## src/design/cacc_pkg.sv

```systemverilog
/*
 * convolution accumulator delivery stage, shared definitions
 * result word, output slice and the default sizes used by the
 * delivery buffer, its controller and the storage RAM
 */

package cacc_pkg;

  // ====================
  // sizes
  // ====================

  // width of one post-processor slice
  localparam int SLICE_W = 32;

  // slices packed into one accumulator result word
  localparam int SLICES_DFLT = 4;

  // delivery buffer entries
  localparam int DEPTH_DFLT = 8;

  // ====================
  // payload types
  // ====================

  // one accumulator result word, slice 0 in the low bits
  // layer_end sits above the data, 129 bits in total
  typedef struct packed {
    logic                                 layer_end;
    logic [SLICES_DFLT-1:0][SLICE_W-1:0]  data;
  } acc_word_t;

  // one slice towards the post-processor, 33 bits
  // layer_end only on the final slice of a layer
  typedef struct packed {
    logic               layer_end;
    logic [SLICE_W-1:0] data;
  } sdp_pkt_t;

endpackage
```

## src/design/cacc_delivery_top.sv

```systemverilog
/*
 * accumulator delivery stage top
 * controller, storage RAM and slicing output buffer
 */

`timescale 1ns/1ps

module cacc_delivery_top
  import cacc_pkg::*;
#(
  parameter int DEPTH  = DEPTH_DFLT,
  parameter int SLICES = SLICES_DFLT
) (
  input  logic       nvdla_core_clk,
  input  logic       rst_n,
  input  logic       acc_valid,
  input  acc_word_t  acc_word,
  input  logic       sdp_ready,
  output logic       acc_ready,
  output logic       sdp_valid,
  output sdp_pkt_t   sdp_pkt,
  output logic [1:0] done_intr,
  output logic       credit_vld
);

  localparam int AW = $clog2(DEPTH);

  // RAM write side
  logic          wr_en;
  logic [AW-1:0] wr_addr;
  acc_word_t     wr_data;
  // RAM read side
  logic          rd_en;
  logic [AW-1:0] rd_addr;
  acc_word_t     rd_data;
  logic          rd_ready;

  dbuf_ctrl #(.DEPTH(DEPTH)) u_dbuf_ctrl (
    .nvdla_core_clk (nvdla_core_clk),
    .rst_n          (rst_n),
    .acc_valid      (acc_valid),
    .acc_word       (acc_word),
    .rd_ready       (rd_ready),
    .acc_ready      (acc_ready),
    .wr_en          (wr_en),
    .wr_addr        (wr_addr),
    .wr_data        (wr_data),
    .rd_en          (rd_en),
    .rd_addr        (rd_addr)
  );

  dbuf_ram #(.DEPTH(DEPTH)) u_dbuf_ram (
    .nvdla_core_clk (nvdla_core_clk),
    .wr_en          (wr_en),
    .wr_addr        (wr_addr),
    .wr_data        (wr_data),
    .rd_en          (rd_en),
    .rd_addr        (rd_addr),
    .rd_data        (rd_data)
  );

  delivery_buffer #(.SLICES(SLICES)) u_delivery_buffer (
    .nvdla_core_clk (nvdla_core_clk),
    .rst_n          (rst_n),
    .rd_en          (rd_en),
    .rd_data        (rd_data),
    .sdp_ready      (sdp_ready),
    .rd_ready       (rd_ready),
    .sdp_valid      (sdp_valid),
    .sdp_pkt        (sdp_pkt),
    .done_intr      (done_intr),
    .credit_vld     (credit_vld)
  );

endmodule

```

## src/design/delivery_buffer.sv

```systemverilog
/*
 * delivery buffer output stage
 * holds one word from the RAM and sends it slice by slice, lowest
 * first, marks the layer end, alternates done interrupts and
 * returns one credit per delivered word
 */

`timescale 1ns/1ps

module delivery_buffer
  import cacc_pkg::*;
#(
  parameter int SLICES = SLICES_DFLT
) (
  input  logic      nvdla_core_clk,
  input  logic      rst_n,
  input  logic      rd_en,
  input  acc_word_t rd_data,
  input  logic      sdp_ready,
  output logic      rd_ready,
  output logic      sdp_valid,
  output sdp_pkt_t  sdp_pkt,
  output logic [1:0] done_intr,
  output logic      credit_vld
);

  // left mask when only the final slice is pending
  localparam logic [SLICES-1:0] LAST_MASK = {1'b1, {(SLICES-1){1'b0}}};

  logic                                rd_valid;
  logic [SLICES_DFLT-1:0][SLICE_W-1:0] word_data;
  logic                                layer_end_q;
  logic [SLICES-1:0]                   slice_mask;
  logic [SLICES-1:0]                   left_mask;
  logic                                last_slice;
  logic                                sdp_hs;
  logic                                layer_done;
  logic                                intr_sel;

  // ====================
  // word load
  // ====================

  // RAM data is there one cycle after the read
  always_ff @(posedge nvdla_core_clk or negedge rst_n) begin
    if (!rst_n) begin
      rd_valid <= 1'b0;
    end else begin
      rd_valid <= rd_en;
    end
  end

  // data of the word being sliced
  always_ff @(posedge nvdla_core_clk) begin
    if (rd_valid) begin
      word_data <= rd_data.data;
    end
  end

  // idle only with nothing in flight and nothing left
  assign rd_ready = ~rd_valid & ~(|left_mask);

  // ====================
  // slice stepping
  // ====================

  assign sdp_valid  = |left_mask;
  assign sdp_hs     = sdp_valid & sdp_ready;
  assign last_slice = (left_mask == LAST_MASK);

  always_ff @(posedge nvdla_core_clk or negedge rst_n) begin
    if (!rst_n) begin
      slice_mask  <= '0;
      left_mask   <= '0;
      layer_end_q <= 1'b0;
    end else if (rd_valid) begin
      // new word, start at slice 0 with all slices pending
      slice_mask  <= SLICES'(1);
      left_mask   <= '1;
      layer_end_q <= rd_data.layer_end;
    end else if (sdp_hs) begin
      // one-hot walks up, pending bits drain from the bottom
      slice_mask <= slice_mask << 1;
      left_mask  <= left_mask << 1;
    end
  end

  // one-hot select of the current slice
  always_comb begin
    sdp_pkt.data = '0;
    for (int i = 0; i < SLICES; i++) begin
      if (slice_mask[i]) begin
        sdp_pkt.data = sdp_pkt.data | word_data[i];
      end
    end
    // flag only rides on the final slice
    sdp_pkt.layer_end = layer_end_q & last_slice;
  end

  // ====================
  // interrupt and credit
  // ====================

  assign layer_done = sdp_hs & sdp_pkt.layer_end;

  always_ff @(posedge nvdla_core_clk or negedge rst_n) begin
    if (!rst_n) begin
      intr_sel   <= 1'b0;
      done_intr  <= 2'b00;
      credit_vld <= 1'b0;
    end else begin
      // bit 0 for odd layers, bit 1 for even ones
      if (layer_done) begin
        intr_sel <= ~intr_sel;
      end
      done_intr  <= {layer_done & intr_sel, layer_done & ~intr_sel};
      // one entry freed per fully sent word
      credit_vld <= sdp_hs & last_slice;
    end
  end

endmodule

```

## src/design/dbuf_ctrl.sv

```systemverilog
/*
 * delivery buffer controller
 * wrapping write/read pointers and occupancy count, turns accepted
 * words into RAM writes and issues one read per free delivery slot
 */

`timescale 1ns/1ps

module dbuf_ctrl
  import cacc_pkg::*;
#(
  parameter int DEPTH = DEPTH_DFLT
) (
  input  logic                     nvdla_core_clk,
  input  logic                     rst_n,
  input  logic                     acc_valid,
  input  acc_word_t                acc_word,
  input  logic                     rd_ready,
  output logic                     acc_ready,
  output logic                     wr_en,
  output logic [$clog2(DEPTH)-1:0] wr_addr,
  output acc_word_t                wr_data,
  output logic                     rd_en,
  output logic [$clog2(DEPTH)-1:0] rd_addr
);

  localparam int AW = $clog2(DEPTH);
  // count has to reach DEPTH itself
  localparam int CW = $clog2(DEPTH + 1);

  logic [AW-1:0] wr_ptr;
  logic [AW-1:0] rd_ptr;
  logic [CW-1:0] cnt;

  // ====================
  // input side
  // ====================

  // room left in the array
  assign acc_ready = (cnt < CW'(DEPTH));

  // accepted word goes straight into the RAM
  assign wr_en   = acc_valid & acc_ready;
  assign wr_addr = wr_ptr;
  assign wr_data = acc_word;

  // ====================
  // read issue
  // ====================

  // only when a word is stored and the delivery stage is idle
  assign rd_en   = (cnt != '0) & rd_ready;
  assign rd_addr = rd_ptr;

  // ====================
  // pointers and count
  // ====================

  always_ff @(posedge nvdla_core_clk or negedge rst_n) begin
    if (!rst_n) begin
      wr_ptr <= '0;
      rd_ptr <= '0;
      cnt    <= '0;
    end else begin
      // wrap at DEPTH, not at the power of two
      if (wr_en) begin
        wr_ptr <= (wr_ptr == AW'(DEPTH - 1)) ? '0 : wr_ptr + 1'b1;
      end
      if (rd_en) begin
        rd_ptr <= (rd_ptr == AW'(DEPTH - 1)) ? '0 : rd_ptr + 1'b1;
      end
      // write and read in the same cycle leave the count alone
      case ({wr_en, rd_en})
        2'b10:   cnt <= cnt + 1'b1;
        2'b01:   cnt <= cnt - 1'b1;
        default: cnt <= cnt;
      endcase
    end
  end

endmodule

```

## src/design/dbuf_ram.sv

```systemverilog
/*
 * delivery buffer storage
 * simple dual-port array, one write port and one read port,
 * read data registered and valid one cycle after rd_en
 */

`timescale 1ns/1ps

module dbuf_ram
  import cacc_pkg::*;
#(
  parameter int DEPTH = DEPTH_DFLT
) (
  input  logic                     nvdla_core_clk,
  input  logic                     wr_en,
  input  logic [$clog2(DEPTH)-1:0] wr_addr,
  input  acc_word_t                wr_data,
  input  logic                     rd_en,
  input  logic [$clog2(DEPTH)-1:0] rd_addr,
  output acc_word_t                rd_data
);

  // storage array, behaves like a RAM macro
  acc_word_t mem [DEPTH];

  // write port
  always_ff @(posedge nvdla_core_clk) begin
    if (wr_en) begin
      mem[wr_addr] <= wr_data;
    end
  end

  // read port, output flop holds last word between reads
  always_ff @(posedge nvdla_core_clk) begin
    if (rd_en) begin
      rd_data <= mem[rd_addr];
    end
  end

endmodule

```

## config.mk

```make
export PLATFORM = sky130hd
export DESIGN_NAME = cacc_delivery_top
export DESIGN_NICKNAME = d
export VERILOG_FILES = /design/src/design/cacc_pkg.sv /design/src/design/cacc_delivery_top.sv /design/src/design/delivery_buffer.sv /design/src/design/dbuf_ctrl.sv /design/src/design/dbuf_ram.sv
export SDC_FILE = /design/constraint.sdc
export NUM_CORES = 1
export LEC_CHECK = 0
export ABC_CLOCK_PERIOD_IN_PS = 14900
export CAP_MARGIN = 10
export CELL_PAD_IN_SITES_DETAIL_PLACEMENT = 0
export CELL_PAD_IN_SITES_GLOBAL_PLACEMENT = 1
export CORE_MARGIN = 3
export CORE_UTILIZATION = 50
export CTS_CLUSTER_SIZE = 24
export DETAILED_ROUTE_END_ITERATION = 6
export DONT_BUFFER_PORTS = 1
export PLACE_DENSITY_LB_ADDON = 0.1
export SLEW_MARGIN = 20
export SYNTH_ARGS = -nofsm -noshare
export SYNTH_HDL_FRONTEND = slang
export SYNTH_HIERARCHICAL = 1
export SYNTH_SLANG_ARGS = --single-unit
export TNS_END_PERCENT = 1
```

## constraint.sdc

```tcl
create_clock -name nvdla_core_clk -period 14.9 [get_ports nvdla_core_clk]
set_input_delay 1.49 -clock nvdla_core_clk [delete_from_list [all_inputs] [get_ports nvdla_core_clk]]
set_output_delay 1.49 -clock nvdla_core_clk [all_outputs]
set_load 0.03 [all_outputs]
```

==> results.json <==
{
  "drt-initial-drc-count": 1789,
  "timing.setup.tns_ns": 0,
  "finish.utilization_pct": 55.14,
  "min_path_type": "register to register",
  "grt_pass1_wl_um": 153800,
  "yosysWarnings": 6,
  "synth_area_sq_um": 49720,
  "slew_viol_final": 0,
  "grt_setup_unrepaired": "no",
  "ant_nets": 0,
  "fp-row-count": 115,
  "p_comb_share_pct": 21.5,
  "grt_pass1_vias": 21310,
  "critPathKind": "register to primary output",
  "die_y_um": 321.3,
  "cts.sinks": 1312,
  "synth.distinct_cells": 42,
  "wl_per_cell_um": 31.01,
  "synth_seq_cells": 1312,
  "clk-insertion-delay-late_ns": 0.72,
  "p_leak_nw": 17.22,
  "dp_hpwl_um": 56410,
  "async_flop_share_pct": 1.753,
  "wirelength_um": 106700,
  "place.gp.congestion": 0.7246,
  "max_freq_ghz": 0.2315,
  "maxCapViolations": 0,
  "area_delta_synth_final_pct": 9.304,
  "register_area_sq_um": 39300,
  "status": "complete, no violations",
  "drive_gt1_share_pct": 24.12,
  "worst_pin_slew_ns": 1.104,
  "crit_fanout": 20,
  "syn_inst": 2103,
  "io_buffers": 0,
  "start_kind": "register",
  "numCtsBuffers": 137,
  "powerDensity_nw_per_um2": 197.0,
  "overflow": 0,
  "coreArea_sq_um": 98560,
  "synth-edff-count": 1289,
  "period_share_pct": 29.00,
  "end_kind": "primary output",
  "p_clk_share_pct": 29.9,
  "setup_viol_count_final": 0,
  "grt_use_met3_pct": 5.833,
  "clk_pin_slew_ns": 0.06,
  "cp_data_required_time_ns": 13.41,
  "layout_commonest_cell": "edfxtp_1",
  "grt_max_degree": 116,
  "via_per_inst": 5.934,
  "cts.hold.buffers_added": 0,
  "ff2ff_setup_slack_ns": 10.85,
  "dominantRegCellSynth": "edfxtp_1",
  "cts_tree": "built",
  "start_util_pct": 50.44,
  "nets": 2193,
  "cts_htree_levels": 4,
  "grt.total_usage_pct": 21.05,
  "die_area_sq_um": 103300,
  "syn-mean-instance-area_sq_um": 23.64,
  "seqPwrFrac_pct": 48.6,
  "ys_seq_area_share_pct": 79.01,
  "met1_usage_pct": 29.11,
  "fillers": 7251,
  "drc": 0,
  "internal_power_mw": 7.692,
  "worst_ir_drop_vdd_mv": 0.1064,
  "post_cts_buffers": 0,
  "antenna_found_initial": 2,
  "grt-busiest-layer": "met2",
  "cts_buffer_depth": 3,
  "synth_nets": 2244,
  "finClkSkew_ns": 0.02480,
  "cts_root_buf": "clkbuf_16",
  "min_period_ns": 4.320,
  "die_w_um": 321.3,
  "layout_common_cells": "edfxtp_1, mux4_2, clkbuf_16",
  "cts-resized-gates": 0,
  "globalRouteMet2Util_pct": 33.47,
  "io_pins": 171,
  "via_count": 20410,
  "cp.arrival_ns": 2.83,
  "multi_input_area_sq_um": 8899,
  "dr.pass1.iters": 5,
  "finalHoldViolations": 0,
  "power.switching_mw": 3.015,
  "slew_headroom_pct": 26.41,
  "power_switching_share_pct": 28.16
}
## cells in the mapped netlist (7+ instances only)
library cell	instances	area share (%)
buf_6	24	0.54
ha_1	7	0.18
nand2_1	47	0.35
clkbuf_1	35	0.26
mux4_2	154	7.0
buf_4	130	2.0
inv_1	8	0.060
a22oi_1	64	0.97
buf_2	19	0.19
dfrtp_1	23	1.2
mux4_1	104	5.5
edfxtp_1	1289	78
mux2_2	131	3.0
nor2_1	7	0.053
## cell families after synthesis
| logic type | count (synthesis) | share of synthesized area [%] |
|---|---|---|
| adders and majority gates | 8 | 0.2164 |
| buffers and inverters | 227 | 3.201 |
| muxes | 391 | 15.49 |
| xor gates and xnor gates | 3 | 0.05286 |
| AOI/OAI and AO/OA | 82 | 1.271 |
| DFF | 1312 | 79.01 |
| and+or+nand+nor | 80 | 0.7575 |
## final timing paths
path	start	endpoint	depth (start not counted)
min	u_dbuf_ram/rd_data[114]	u_delivery_buffer/word_data[114]	0
min reg2reg	u_dbuf_ram/rd_data[114]	u_delivery_buffer/word_data[114]	0
max	u_delivery_buffer/slice_mask[0]	sdp_pkt[26]	3
min in group asynchronous	rst_n	u_delivery_buffer/slice_mask[0]	0
max in group asynchronous	rst_n	u_dbuf_ctrl/rd_addr[0]	0
max reg2reg	u_delivery_buffer/slice_mask[0]	u_dbuf_ctrl/cnt[3]	9
## power groups by stage
stage / combinational [mW] / clock [mW] / sequential (mW)
CTS: 2.36 / 3.29 / 5.21
detailed placement: 2.35 / 0 / 5.28
finish: 2.30 / 3.21 / 5.20
floorplan: 1.85 / 0 / 5.15
global placement: 2.34 / 0 / 5.27
global route: 2.46 / 3.44 / 5.26
## worst max-delay path, cell delays in order, from the launching register on
cell	delay, ns
dfrtp_2	0.63
buf_4	0.35
a22oi_1	0.62
nand2_1	0.49
## through the flow
| step | std cells | power, mW | hold slack, ns | setup slack (ns) | cell area, sq um |
|---|---|---|---|---|---|
| 4_1_cts | 3439 | 10.86 | 0.4054 | 10.56 | 54340 |
| 3_3_place_gp | 3200 | 7.606 | 0.4029 | 9.909 | 50140 |
| 5_1_grt | 3439 | 11.16 | 0.4159 | 10.51 | 54340 |
| 6_report | 3440 | 10.71 | 0.4128 | 10.58 | 54340 |
| 2_1_floorplan | 2103 | 7.004 | 0.4003 | 3.591 | 49720 |
| 3_5_place_dp | 3200 | 7.633 | 0.4045 | 9.916 | 50140 |
## layout make-up
class / count / area share, %
Multi-Input combinational cell: 564 / 16.37
Sequential cell: 1312 / 72.32
Inverter: 8 / 0.06447
Tap cell: 1287 / 2.963
Clock inverter: 69 / 1.002
Antenna cell: 1 / 0.004605
Clock buffer: 170 / 6.730
Timing Repair Buffer: 29 / 0.5388
## metal layers
| layer | part of all wire, % | routed length, um | up-vias |
|---|---|---|---|
| met5 | 0 | 0 | - |
| met4 | 2.0 | 2150 | 0 |
| met3 | 6.6 | 7061 | 136 |
| met2 | 48 | 51660 | 504 |
| met1 | 43 | 45810 | 11140 |
| li1 | - | - | 8634 |
## state kept, by name, summed over array words and instances, names as in the netlist
name and cells:
u_dbuf_ctrl/wr_addr 3, u_delivery_buffer/rd_valid 1, u_dbuf_ctrl/cnt 4, u_delivery_buffer/credit_vld 1, u_dbuf_ram/mem 1032, u_dbuf_ram/rd_data 129, u_delivery_buffer/layer_end_q 1, u_delivery_buffer/done_intr 2
u_delivery_buffer/word_data 128, u_delivery_buffer/intr_sel 1, u_dbuf_ctrl/rd_addr 3, u_delivery_buffer/slice_mask 4, u_delivery_buffer/left_mask 3
(Power assumes the default switching activity.)
